$ cat src/spi_pkg.sv
package spi_pkg;

  localparam int BIT_CNT_W = 8;  // Wide enough for any CMD_WIDTH in use.

  typedef enum logic [2:0] {
    IDLE,
    W_START,
    W_DATA,
    W_FINISH,
    R_START,
    R_HEAD,
    R_DATA,
    R_FINISH
  } spi_state_t;

  typedef enum logic {
    OP_READ  = 1'b0,
    OP_WRITE = 1'b1
  } spi_op_t;

  // Both strobes are high in the cycle before sclk changes.
  typedef struct packed {
    logic rise;
    logic fall;
  } sclk_tick_t;

  typedef struct packed {
    logic                 run;          // sclk toggles.
    logic                 phase_start;  // First cycle of a phase.
    logic [BIT_CNT_W-1:0] bit_total;    // Bits in the current phase.
  } timer_ctrl_t;

  typedef struct packed {
    logic load;
    logic tx_shift;
    logic rx_capture;
    logic rx_done;
  } shift_ctrl_t;

endpackage
$ cat src/spi_master.sv
`timescale 1ns/1ns

module spi_master
  import spi_pkg::*;
#(
  parameter int CMD_WIDTH  = 12,
  parameter int READ_WIDTH = 8,
  parameter int CLK_DIV    = 2
) (
  input  logic                  clk,
  input  logic                  rst_n,
  input  logic [CMD_WIDTH-1:0]  cmd_in,
  input  logic                  cmd_vld,
  output logic                  cmd_rdy,
  output logic                  sclk,
  output logic                  cs,
  output logic                  mosi,
  input  logic                  miso,
  output logic                  read_vld,
  output logic [READ_WIDTH-1:0] read_data
);

  timer_ctrl_t tctrl;
  sclk_tick_t  tick;
  shift_ctrl_t sctrl;
  logic        bits_done;
  logic        op;

  spi_ctrl_fsm #(
    .CMD_WIDTH  (CMD_WIDTH),
    .READ_WIDTH (READ_WIDTH)
  ) u_fsm (
    .clk       (clk),
    .rst_n     (rst_n),
    .cmd_vld   (cmd_vld),
    .op        (op),
    .tick      (tick),
    .bits_done (bits_done),
    .cmd_rdy   (cmd_rdy),
    .cs        (cs),
    .tctrl     (tctrl),
    .sctrl     (sctrl)
  );

  spi_clk_timer #(
    .CLK_DIV (CLK_DIV)
  ) u_timer (
    .clk       (clk),
    .rst_n     (rst_n),
    .ctrl      (tctrl),
    .tick      (tick),
    .bits_done (bits_done),
    .sclk      (sclk)
  );

  spi_shift_reg #(
    .CMD_WIDTH  (CMD_WIDTH),
    .READ_WIDTH (READ_WIDTH)
  ) u_shift (
    .clk       (clk),
    .rst_n     (rst_n),
    .cmd_in    (cmd_in),
    .ctrl      (sctrl),
    .miso      (miso),
    .mosi      (mosi),
    .op        (op),
    .read_data (read_data),
    .read_vld  (read_vld)
  );

endmodule

$ cat src/spi_ctrl_fsm.sv
`timescale 1ns/1ns

module spi_ctrl_fsm
  import spi_pkg::*;
#(
  parameter int CMD_WIDTH  = 12,
  parameter int READ_WIDTH = 8
) (
  input  logic        clk,
  input  logic        rst_n,
  input  logic        cmd_vld,
  input  logic        op,
  input  sclk_tick_t  tick,
  input  logic        bits_done,
  output logic        cmd_rdy,
  output logic        cs,
  output timer_ctrl_t tctrl,
  output shift_ctrl_t sctrl
);

  localparam int HEAD_WIDTH = CMD_WIDTH - READ_WIDTH;

  spi_state_t           state;
  spi_state_t           state_next;
  logic                 data_phase;
  logic                 run_next;
  logic [BIT_CNT_W-1:0] total_next;

  assign data_phase = (state == W_DATA) || (state == R_HEAD) || (state == R_DATA);

  always_comb
  begin
    state_next = state;
    case (state)
      IDLE:
      begin
        if (!cmd_rdy)  // Command was loaded on the previous edge.
        begin
          if (spi_op_t'(op) == OP_WRITE)
            state_next = W_START;
          else
            state_next = R_START;
        end
      end
      W_START:
        if (tick.fall)
          state_next = W_DATA;
      W_DATA:
        if (bits_done)
          state_next = W_FINISH;
      W_FINISH:
        if (tick.fall)
          state_next = IDLE;
      R_START:
        if (tick.fall)
          state_next = R_HEAD;
      R_HEAD:
        if (bits_done)
          state_next = R_DATA;
      R_DATA:
        if (bits_done)
          state_next = R_FINISH;
      R_FINISH:
        if (tick.fall)
          state_next = IDLE;
      default:
        state_next = IDLE;
    endcase
  end

  // Timer setup for the phase being entered.
  always_comb
  begin
    run_next   = 1'b0;
    total_next = '0;
    case (state_next)
      W_DATA:
      begin
        run_next   = 1'b1;
        total_next = BIT_CNT_W'(CMD_WIDTH);
      end
      R_HEAD:
      begin
        run_next   = 1'b1;
        total_next = BIT_CNT_W'(HEAD_WIDTH);
      end
      R_DATA:
      begin
        run_next   = 1'b1;
        total_next = BIT_CNT_W'(READ_WIDTH);
      end
      default:
      begin
        run_next   = 1'b0;
        total_next = '0;
      end
    endcase
  end

  always_comb
  begin
    sctrl.load       = (state == IDLE) && cmd_rdy && cmd_vld;
    sctrl.tx_shift   = data_phase && tick.fall;  // mosi moves after each fall.
    sctrl.rx_capture = (state == R_DATA) && tick.rise;
    sctrl.rx_done    = (state == R_FINISH) && tick.fall;
  end

  always_ff @(posedge clk or negedge rst_n)
  begin
    if (!rst_n)
    begin
      state   <= IDLE;
      cmd_rdy <= 1'b1;
      cs      <= 1'b1;
      tctrl   <= '0;
    end
    else
    begin
      state <= state_next;
      cs    <= (state_next == IDLE);
      if (sctrl.load)
        cmd_rdy <= 1'b0;
      else if ((state != IDLE) && (state_next == IDLE))
        cmd_rdy <= 1'b1;  // Ready again as cs returns high.
      tctrl.run         <= run_next;
      tctrl.phase_start <= (state_next != state) && (state_next != IDLE);
      tctrl.bit_total   <= total_next;
    end
  end

endmodule

$ cat src/spi_shift_reg.sv
`timescale 1ns/1ns

module spi_shift_reg
  import spi_pkg::*;
#(
  parameter int CMD_WIDTH  = 12,
  parameter int READ_WIDTH = 8
) (
  input  logic                  clk,
  input  logic                  rst_n,
  input  logic [CMD_WIDTH-1:0]  cmd_in,
  input  shift_ctrl_t           ctrl,
  input  logic                  miso,
  output logic                  mosi,
  output logic                  op,
  output logic [READ_WIDTH-1:0] read_data,
  output logic                  read_vld
);

  logic [CMD_WIDTH-1:0]  tx_q;
  logic [READ_WIDTH-1:0] rx_q;

  assign mosi = tx_q[CMD_WIDTH-1];  // MSB first.

  // Transmit side. Zeros shift in, so mosi ends low after each command.
  always_ff @(posedge clk or negedge rst_n)
  begin
    if (!rst_n)
    begin
      tx_q <= '0;
      op   <= 1'b0;
    end
    else
    begin
      if (ctrl.load)
      begin
        tx_q <= cmd_in;
        op   <= cmd_in[CMD_WIDTH-1];
      end
      else if (ctrl.tx_shift)
      begin
        tx_q <= {tx_q[CMD_WIDTH-2:0], 1'b0};
      end
    end
  end

  // Receive side.
  always_ff @(posedge clk)
  begin
    if (ctrl.rx_capture)
      rx_q <= {rx_q[READ_WIDTH-2:0], miso};
  end

  always_ff @(posedge clk)
  begin
    if (ctrl.rx_done)
      read_data <= rx_q;  // Held until the next read ends.
  end

  always_ff @(posedge clk or negedge rst_n)
  begin
    if (!rst_n)
      read_vld <= 1'b0;
    else
      read_vld <= ctrl.rx_done;
  end

endmodule

$ cat src/spi_clk_timer.sv
`timescale 1ns/1ns

module spi_clk_timer
  import spi_pkg::*;
#(
  parameter int CLK_DIV = 2
) (
  input  logic        clk,
  input  logic        rst_n,
  input  timer_ctrl_t ctrl,
  output sclk_tick_t  tick,
  output logic        bits_done,
  output logic        sclk
);

  localparam int HALF_W = (CLK_DIV > 1) ? $clog2(CLK_DIV) : 1;

  logic [HALF_W-1:0]    half_cnt;
  logic [HALF_W-1:0]    half_eff;
  logic                 armed;
  logic                 active;
  logic                 half_end;
  logic                 fall_cnt_en;
  logic [BIT_CNT_W-1:0] bit_cnt;
  logic [BIT_CNT_W-1:0] bit_eff;

  // A phase with run low still times out once, for start and finish.
  assign active   = ctrl.run || ctrl.phase_start || armed;
  assign half_eff = ctrl.phase_start ? '0 : half_cnt;
  assign half_end = active && (half_eff == HALF_W'(CLK_DIV - 1));

  assign tick.rise = half_end && ctrl.run && !sclk;
  assign tick.fall = half_end && (sclk || !ctrl.run);

  // Only real sclk falls count as bits.
  assign fall_cnt_en = half_end && ctrl.run && sclk;
  assign bit_eff     = ctrl.phase_start ? '0 : bit_cnt;
  assign bits_done   = fall_cnt_en && (bit_eff == ctrl.bit_total - BIT_CNT_W'(1));

  always_ff @(posedge clk or negedge rst_n)
  begin
    if (!rst_n)
    begin
      half_cnt <= '0;
      armed    <= 1'b0;
      sclk     <= 1'b0;
      bit_cnt  <= '0;
    end
    else
    begin
      if (!active || half_end)
        half_cnt <= '0;
      else
        half_cnt <= half_eff + HALF_W'(1);

      armed <= (armed || ctrl.phase_start) && !ctrl.run && !half_end;

      if (ctrl.run && half_end)
        sclk <= !sclk;
      else if (!ctrl.run)
        sclk <= 1'b0;  // Idles low in mode 0.

      if (fall_cnt_en)
        bit_cnt <= bit_eff + BIT_CNT_W'(1);
      else
        bit_cnt <= bit_eff;
    end
  end

endmodule

$ cat config.mk
export PLATFORM = sky130hd
export DESIGN_NAME = spi_master
export DESIGN_NICKNAME = d
export VERILOG_FILES = /design/src/spi_pkg.sv /design/src/spi_master.sv /design/src/spi_ctrl_fsm.sv /design/src/spi_shift_reg.sv /design/src/spi_clk_timer.sv
export SDC_FILE = /design/constraint.sdc
export NUM_CORES = 1
export LEC_CHECK = 0
export BUFFER_PORTS_ARGS = -buffer_cell sky130_fd_sc_hd__buf_2
export CAP_MARGIN = 0
export CORE_AREA = 2 2 76 78
export CTS_CLUSTER_SIZE = 30
export DETAILED_ROUTE_END_ITERATION = 8
export DIE_AREA = 0 0 78 80
export SYNTH_ARGS = -nofsm -noshare
export SYNTH_HDL_FRONTEND = slang
export SYNTH_SLANG_ARGS = --single-unit
$ cat constraint.sdc
create_clock -name clk -period 2.8 [get_ports clk]
set_input_delay 0.84 -clock clk [delete_from_list [all_inputs] [get_ports clk]]
set_output_delay 0.84 -clock clk [all_outputs]
set_load 0.005 [all_outputs]
==> summary.md, run 1 <==
| Metric | Value |
|---|---|
| Register Area | 1334 µm² |
| Cell internal pwr | 1.339 mW |
| Startpoint types | flip-flop |
| Library cells used by synthesis | 48 |
| Ys flop type | dfrtp_1 |
| Flop pwr share | 0.539 |
| Routability cong. | 0.7924 |
| Setup CP Type | flip-flop to flip-flop |
| Die W | about 78 µm |
| Non-Filler Instances | 309 |
| Leakage power | 1.220 nW |
| ANT nets after route | 0 |
| All-layer global routing usage | 0.1523 |
| Setup TNS | 0 ps |
| Buf/Inv on CP | 0 |
| Mapped cell area | about 2300 µm² |
| Power Total | 2.042 mW |
| Final wirelength | 4160 µm |
| Largest net degree at the start of global routing | 35 |
| First-pass GRT wire length | 7376 µm |
| Maximum clock frequency | around 460 MHz |
| DR iter-0 viols | ~110 |
| Peak fanout along the critical path | 21 |
| Seq/Total Area, Yosys | 0.5716 |
| CTS Hold Buffers Added | 0 |
| Pwr/cell area | 770.7 nW/µm² |
| Placed wire-length estimate | 2903 µm |
| Top-area cell type share of the netlist area | 0.3432 |
| Asr flop ratio synth | 0.6800 |
| RSZ-0062 raised after global routing | false |
| Fin Clk Skew | between 6 and 7 ps |
| Worst Path Required | 3030 ps |
| Buffer count from post-CTS setup fixing | 0 |
| # fillers | 519 |
| Multi-input gate area | 934.6 µm² |
| Number of global-route vias before repair | 1544 |
| Max-slew violation count | 0 |
| Worst Setup End Kind | flip-flop |
| H-tree depth | 2 |
| Status | finished, final reports clean |
| Area of the core | around 5400 µm² |
| CTS sink count | 50 |
| Share of layout cells above drive strength 1 | 0.2068 |
| CTS clk-pin slew, worst paths | 100 ps |
| Min Clock Period, post-route | 2168 ps |
| Setup-failing EPs final | 0 |
| Clk_lat worst skew | a little over 300 ps |
| Worst IR Drop VDD | 0.0003705 V |
| Area growth, synth to finish | 13.51% |
| Worst-Margin Slew | 778.1 ps |
| Clock Path Buffers | 2 |
| Post-synth EDFFs | 16 |
| Vias per cell | 5.107 |
| Max incr delay on CP | 610 ps |
| Post-synth net total | around 220 |
| Row count | 27 |
| Placed Cells | 301 |
| Area leader, netlist | dfrtp_1 |
| Die area | 6240 µm² |
| CTS Buf Count | 5 |
| # DRC | 0 |
| Vias | 1578 |
| Final worst path period share | 0.7743 |
| Post-Synthesis Cells | about 210 |
| Slew Limit Headroom | 0.4813 |
| FF+latch count, synth | 50 |
| Synth area leaders | dfrtp_1 (34%), edfxtp_1 (21%), mux2i_1 (5.6%) |
| Fin. Hold Viols | 0 |
| Clock network fraction of total power | 0.222 |
| Psw | 702.0 µW |
| Switching Share | 0.3439 |
| Count of max-cap constraint violations | 0 |
| Initial Utilization | 0.4317 |
| Cell Chain, Critical Path | nor2b_1 > ha_1 > o211ai_4 > a211o_1 > or3b_1 > a32oi_1 |
| Mapped Avg Cell Area | 11.33 µm² |
| Comb power frac | 0.239 |
| Hold Path Class | flip-flop to flip-flop |
| # resized after CTS | 0 |
| Setup slack at placement | 666.6 ps |
| GRT overflow | 0 |
| Synthesis warning total | 0 |
| CTS tree | built |
| Final nets | about 250 |
| Drt pass-1 iters | 4 |
| Final setup margin | 632.0 ps |
| Io pins | 29 |
| PortBufs | 28 |
| Routed len/inst | 13.46 µm |
| Initial antenna violation count | 0 |
| Critical Path Slowest Stage Cell | dfrtp_1 |
| Critical path arrival | between 2000 and 2500 ps |
| Inserted Diodes | 0 |
| Clock root cell | clkbuf_8 |
| Chip height | 80 µm |
| Crit path max-delay family | compound AO/OA/AOI/OAI gates |
placed cells by master (no fill, tap or decap), types with 3 or more instances in the layout:
master,synthesis,layout
a21oi_1,3,3
mux2i_1,13,13
o21bai_1,3,3
clkbuf_8,0,5
edfxtp_1,16,16
o21ai_0,16,16
nor3_1,5,5
xor2_1,4,4
buf_2,1,28
nand4_1,3,3
nand2_1,24,24
nand2b_1,5,5
xnor2_1,5,5
nor2_1,15,15
nor2b_1,4,4
inv_1,6,6
dfrtp_1,32,32
buf_4,0,4
a2111oi_0,3,3
and2_1,3,3
cell families (layout without fill, tap and decap cells):
group / count (synthesis) / in the layout / synth area share
AOI/OAI and AO/OA: 43 / 43 / 0.1303
xor gates and xnor gates: 9 / 9 / 0.03378
adders and majority gates: 2 / 2 / 0.01072
buffers and inverters: 15 / 46 / 0.02788
DFF: 50 / 50 / 0.5716
muxes: 15 / 15 / 0.06541
and+or+nand+nor: 72 / 72 / 0.1603
worst register-to-register path: cells and delay by family, from the launching register on:
kind	cells	cell delay [ps]
simple gates	2	600
compound gates	3	640
flops	1	610
fa+ha+maj	1	250
final timing paths:
check / from / end / slack, ps / cells past startpoint
worst max-delay path: u_fsm.tctrl[8] / u_fsm.tctrl[8] / 630 / 6
worst min register to register: u_shift.rx_q[7] / u_shift.read_data[7] / 440 / 0
min in group asynchronous: rst_n / u_timer.bit_cnt[0] / 600 / 1
worst min-delay path: u_shift.rx_q[7] / u_shift.read_data[7] / 440 / 0
max in group asynchronous: rst_n / u_shift.tx_q[10] / 1710 / 1
worst max register to register: u_fsm.tctrl[8] / u_fsm.tctrl[8] / 630 / 6
routing by layer:
metal,vias up,global-route usage,wire length [µm]
met4,0,0.05789,63
li1,800,-,-
met5,-,0,0
met1,752,0.2132,2116
met2,21,0.2267,1861
met3,5,0.04072,118
power groups by stage:
| stage | clock network, mW | logic [mW] | registers, mW |
|---|---|---|---|
| 6_report | 0.453 | 0.487 | 1.10 |
| 5_1_grt | 0.502 | 0.568 | 1.13 |
| 4_1_cts | 0.476 | 0.495 | 1.10 |
| 3_5_place_dp | 0 | 0.495 | 1.12 |
| 3_3_place_gp | 0 | 0.484 | 1.11 |
| 2_1_floorplan | 0 | 0.431 | 1.03 |
Yosys cell counts (2+ instances only):
| master | n |
|---|---|
| o21a_1 | 2 |
| mux2_2 | 2 |
| a211o_1 | 2 |
| mux2i_1 | 13 |
| a22oi_1 | 2 |
| xnor2_1 | 5 |
| o21bai_1 | 3 |
| xor2_1 | 4 |
| nor3_1 | 5 |
| inv_1 | 6 |
| ha_1 | 2 |
| nand2_1 | 24 |
| nor2b_1 | 4 |
| nand2b_1 | 5 |
| and2_1 | 3 |
| clkbuf_1 | 7 |
| dfstp_2 | 2 |
| o21ai_0 | 16 |
| a21oi_1 | 3 |
| edfxtp_1 | 16 |
| o211ai_1 | 2 |
| nand3_1 | 2 |
| nor2_1 | 15 |
| nand4_1 | 3 |
| and4b_1 | 2 |
| a2111oi_0 | 3 |
| dfrtp_1 | 32 |
cell type report:
type                    count  share of cell area
well taps                  72             0.03401
multi-input cells         141              0.3529
clock inverters             3             0.01086
inverters                   6            0.008503
flip-flops and latches     50              0.5035
clock buffers               5             0.02598
repair buffers             32             0.06424
through the flow:
step,hold WS [ps],util,cell area (µm²)
after detailed placement,418.9,0.4720,2551
after global routing,461.3,0.4900,2649
after floorplan,400.3,-,2333
after global placement,413.4,0.4720,2551
after CTS,446.8,0.4900,2649
final,443.9,0.4900,2649
state kept, by name, summed over array words and instances (netlist names):
| signal | flops |
|---|---|
| u_fsm.cs | 1 |
| u_shift.read_vld | 1 |
| u_shift.rx_q | 8 |
| u_timer.bit_cnt | 8 |
| u_shift.tx_q | 12 |
| u_fsm.tctrl | 4 |
| u_timer.armed | 1 |
| u_timer.half_cnt | 1 |
| u_shift.read_data | 8 |
| u_timer.sclk | 1 |
| u_fsm.cmd_rdy | 1 |
| u_shift.op | 1 |
| u_fsm.state | 3 |
Power figures use the tool's default switching activity.
==> inputs of run 2 (changes only) <==
--- a/config.mk
+++ b/config.mk
@@ -5,12 +5,14 @@
 export SDC_FILE = /design/constraint.sdc
 export NUM_CORES = 1
 export LEC_CHECK = 0
+export ABC_AREA = 1
 export BUFFER_PORTS_ARGS = -buffer_cell sky130_fd_sc_hd__buf_2
 export CAP_MARGIN = 0
-export CORE_AREA = 2 2 76 78
+export CORE_AREA = 2 2 74 76
 export CTS_CLUSTER_SIZE = 30
 export DETAILED_ROUTE_END_ITERATION = 8
-export DIE_AREA = 0 0 78 80
+export DIE_AREA = 0 0 76 78
+export PLACE_DENSITY = 0.65
 export SYNTH_ARGS = -nofsm -noshare
 export SYNTH_HDL_FRONTEND = slang
 export SYNTH_SLANG_ARGS = --single-unit
==> constraint.sdc (replaced) <==
create_clock -name clk -period 1.75 [get_ports clk]
set_input_delay 0.525 -clock clk [delete_from_list [all_inputs] [get_ports clk]]
set_output_delay 0.525 -clock clk [all_outputs]
set_load 0.005 [all_outputs]
==> summary.md, run 2 <==
| Metric | Value |
|---|---|
| Io pins | 29 (unchanged) |
| Largest net degree at the start of global routing | 35 (unchanged) |
| Count of max-cap constraint violations | 0 (unchanged) |
| ANT nets after route | 0 (unchanged) |
| Mux share of post-synthesis cell area | 0 (-0.06542) |
| Worst-Margin Slew | 571.6 ps (-206.5 ps) |
| Fin. Hold Viols | 0 (unchanged) |
| Row count | 26 (-3.7%) |
| Status | finished, final reports clean |
| # DRC | 0 (unchanged) |
| Asr flop ratio synth | 0.6800 (unchanged) |
| CTS sink count | 50 (unchanged) |
| Peak fanout along the critical path | 7 (-67%) |
| Critical path arrival | 1930 ps (-470 ps) |
| R2R Setup Slk | 1 ps (-630 ps) |
| CTS Hold Buffers Added | 0 (unchanged) |
| Most frequent cells in the layout | nand2_1 (37), dfrtp_1 (32), buf_2 (28), inv_1 (25), buf_4 (21) |
| Drt pass-1 iters | 4 (unchanged) |
| Mapped cell area | 2223 µm² (-4.7%) |
| Area growth, synth to finish | 28.36% |
| Routed len/inst | 12.80 µm (-4.9%) |
| Leading cell type in the layout, fill and taps excluded | nand2_1 |
| GR Util met1 | 0.2100 (-0.003190) |
| Top-area cell type share of the netlist area | 0.3602 (+0.01699) |
| Max incr delay on CP | 410 ps (-200 ps) |
| Comb power frac | 0.427 (+0.188) |
| Final worst path period share | 0.9994 (+0.2251) |
| PortBufs | 28 (unchanged) |
| CTS clk-pin slew, worst paths | 90 ps (about the same) |
| Clock network fraction of total power | 0.182 (-0.040) |
| Vias | 1712 (+8.5%) |
| Ys flop type | dfrtp_1 |
| Area leader, netlist | dfrtp_1 |
| Mapped Avg Cell Area | 9.584 µm² (-15%) |
| Synthesis warning total | 0 (unchanged) |
| Cells on worst reg2reg path | 13 (+7) |
| Final setup margin | 1.032 ps (-631.0 ps) |
| Pwr/cell area | 1528 nW/µm² (+98%) |
| Final nets | 303 (+19%) |
| CTS tree | built |
| Maximum clock frequency | 571.8 MHz (+24%) |
| Die W | 76 µm (-2.6%) |
| Synth top cells by count | nand2_1 (46), dfrtp_1 (32), inv_1 (28) |
| First-pass GRT wire length | 7458 µm (+1.1%) |
| GRT overflow | 0 (unchanged) |
| Startpoint types | flip-flop |
| Main combinational cell family by area after synthesis | simple AND/OR/NAND/NOR gates |
| Die area | 5928 µm² (-5.0%) |
| Worst Setup End Kind | flip-flop |
| XOR/XNOR share of the synthesized area | 0.01970 (-0.01408) |
| Synth area leaders | dfrtp_1 (36%), edfxtp_1 (22%), nand2_1 (7.8%) |
| Worst Path Required | 1930 ps (-1100 ps) |
| Post-synth net total | 250 (+12%) |
| Count leader, synth | nand2_1 |
| Inserted Diodes | 0 (unchanged) |
| RR Endpoint | u_fsm.tctrl[2] |
| GR Util met2 | 0.2554 (+0.02863) |
| Clock root cell | clkbuf_8 |
| Switching Share | 0.3812 (+0.03736) |
| Number of flip-flops in the largest register | 12 (unchanged) |
| Setup slack at placement | -22.64 ps (-689.2 ps) |
| Register Area | 1334 µm² (unchanged) |
| Library cells used by synthesis | 34 (-29%) |
| Power Total | 4.362 mW (+110%) |
| Worst IR Drop VDD | 0.0007627 V (+110%) |
| Share of layout cells above drive strength 1 | 0.3531 (+0.1464) |
| Cell Chain, Critical Path | inv_2 > buf_6 > nand2_4 > nand2_2 > nand2_2 > nor2_4 > nand3_2 > nand2_1 > nand2_1 > nand2_2 > nand2_4 > nand2_4 > o21ai_2 |
| Area of the core | 5042 µm² (-6.7%) |
| Placed wire-length estimate | 2964 µm (+2.1%) |
| Min Clock Period, post-route | 1749 ps (-419.0 ps) |
| Critical Path Slowest Stage Cell | dfrtp_1 |
| Slew Limit Headroom | 0.6149 (+0.1337) |
| Max-slew violation count | 0 (unchanged) |
| Compound-Gate Fraction of Synth Area | 0.08497 (-0.04532) |
| Leakage power | 1.314 nW (+7.7%) |
| Hold Path Class | input port to asynchronous set/reset pin |
| Setup-failing EPs final | 0 (unchanged) |
| RSZ-0062 raised after global routing | true |
| Final wirelength | 4557 µm (+9.5%) |
| Clk_lat worst skew | 310 ps (about the same) |
| CTS Buf Count | 5 (unchanged) |
| Post-synthesis simple-gate area fraction | 0.2172 (+0.05690) |
| H-tree depth | 2 (unchanged) |
| Post-Synthesis Cells | 232 (+13%) |
| Setup CP Type | flip-flop to flip-flop |
| Routability cong. | 0.8091 (+2.1%) |
| Multi-input gate area | 877.1 µm² (-6.2%) |
| # fillers | 432 (-17%) |
| Met3 Use GR | 0.03837 (-0.002352) |
| Initial Utilization | 0.4409 (+0.009230) |
| Number of global-route vias before repair | 1636 (+6.0%) |
| Buf/Inv on CP | 2 (+2) |
| Post-Synth Adder-Cell Area | 0.01125 (+0.0005311) |
| Seq/Total Area, Yosys | 0.5999 (+0.02831) |
| Psw | 1.663 mW (+140%) |
| Initial antenna violation count | 0 (unchanged) |
| GR peak layer | met2 |
| Post-synth EDFFs | 16 (unchanged) |
| FF+latch count, synth | 50 (unchanged) |
| Flop pwr share | 0.391 (-0.148) |
| All-layer global routing usage | 0.1581 (+0.005766) |
| Crit path max-delay family | simple AND/OR/NAND/NOR gates |
| Cell internal pwr | 2.699 mW (+100%) |
| Clock Path Buffers | 2 (unchanged) |
| Biggest register | u_shift.tx_q |
| Vias per cell | 4.809 (-5.8%) |
| Fin Clk Skew | 9.499 ps (+3.065 ps) |
| R2R Path Start | u_fsm.tctrl[8] |
| DR iter-0 viols | 77 (-31%) |
| Chip height | 78 µm (-2.5%) |
[run 2: changes by cell type after synthesis, moves of 4 or more]
cell / previous run / this run
a21oi_1: 3 / 10
mux2i_1: 13 / 0
inv_1: 6 / 28
nand2_1: 24 / 46
nand2_2: 0 / 4
nand2b_1: 5 / 0
nor2_1: 15 / 22
nor2b_1: 4 / 0
clkbuf_1: 7 / 1
nand3_1: 2 / 17
[run 2: cell families after synthesis]
family	Yosys count
simple gates	105
flops	50
buf+inv	36
compound gates	34
xor+xnor	5
fa+ha+maj	2
[run 2: power groups by stage]
| stage | registers [mW] | clock network, mW | logic, mW |
|---|---|---|---|
| floorplan | 1.70 | 0 | 1.02 |
| global placement | 1.73 | 0 | 1.42 |
| detailed placement | 1.72 | 0 | 1.44 |
| CTS | 1.70 | 0.822 | 1.51 |
| global route | 1.75 | 0.857 | 2.10 |
| finish | 1.71 | 0.792 | 1.86 |
[run 2: how the worst max path moves through the flow]
| stage | from | cells past startpoint | slack [ps] | to |
|---|---|---|---|---|
| 3_3_place_gp | u_fsm.tctrl[2] | 12 | -2 | u_fsm.tctrl[2] |
| 5_1_grt | u_fsm.tctrl[8] | 13 | -120 | u_fsm.tctrl[9] |
| 2_1_floorplan | u_fsm.tctrl[8] | 14 | 50 | u_fsm.tctrl[2] |
| 4_1_cts | u_fsm.tctrl[2] | 12 | 10 | u_fsm.tctrl[2] |
| 6_report | u_fsm.tctrl[8] | 13 | 1 | u_fsm.tctrl[2] |
| 3_5_place_dp | u_fsm.tctrl[2] | 12 | -20 | u_fsm.tctrl[2] |
[run 2: final cells by class]
class	instances	area share
Clock inverter	2	0.01184
Tap cell	70	0.03069
Sequential cell	50	0.4673
Inverter	31	0.04209
Clock buffer	6	0.02543
Multi-Input combinational cell	146	0.3073
Timing Repair Buffer	51	0.1153
[run 2: repair_timing]
| action | 4_1_cts | 5_1_grt |
|---|---|---|
| resized for setup | 3 | 32 |
| pin swaps | 2 | 19 |
| buffers inserted | 2 | 8 |
| gates cloned | 0 | 0 |
| setup endpoints to repair | 5 | 20 |
[run 2: per-stage QoR]
step / utilization / area, µm² / setup TNS (ps) / std cells / hold slack, ps
finish: 0.5660 / 2854 / 0 / 356 / 237.2
global placement: 0.5027 / 2535 / -2.471 / 338 / 404.2
CTS: 0.5288 / 2666 / 0 / 348 / 247.6
detailed placement: 0.5027 / 2535 / -29.88 / 338 / 404.5
floorplan: - / 2230 / 0 / 232 / 229.4
global route: 0.5660 / 2854 / -1060 / 356 / 266.6
[run 2: layer usage]
layer	share of wire	vias up
met4	0.015	0
met2	0.48	33
li1	-	863
met3	0.036	7
met1	0.47	809
met5	0	-
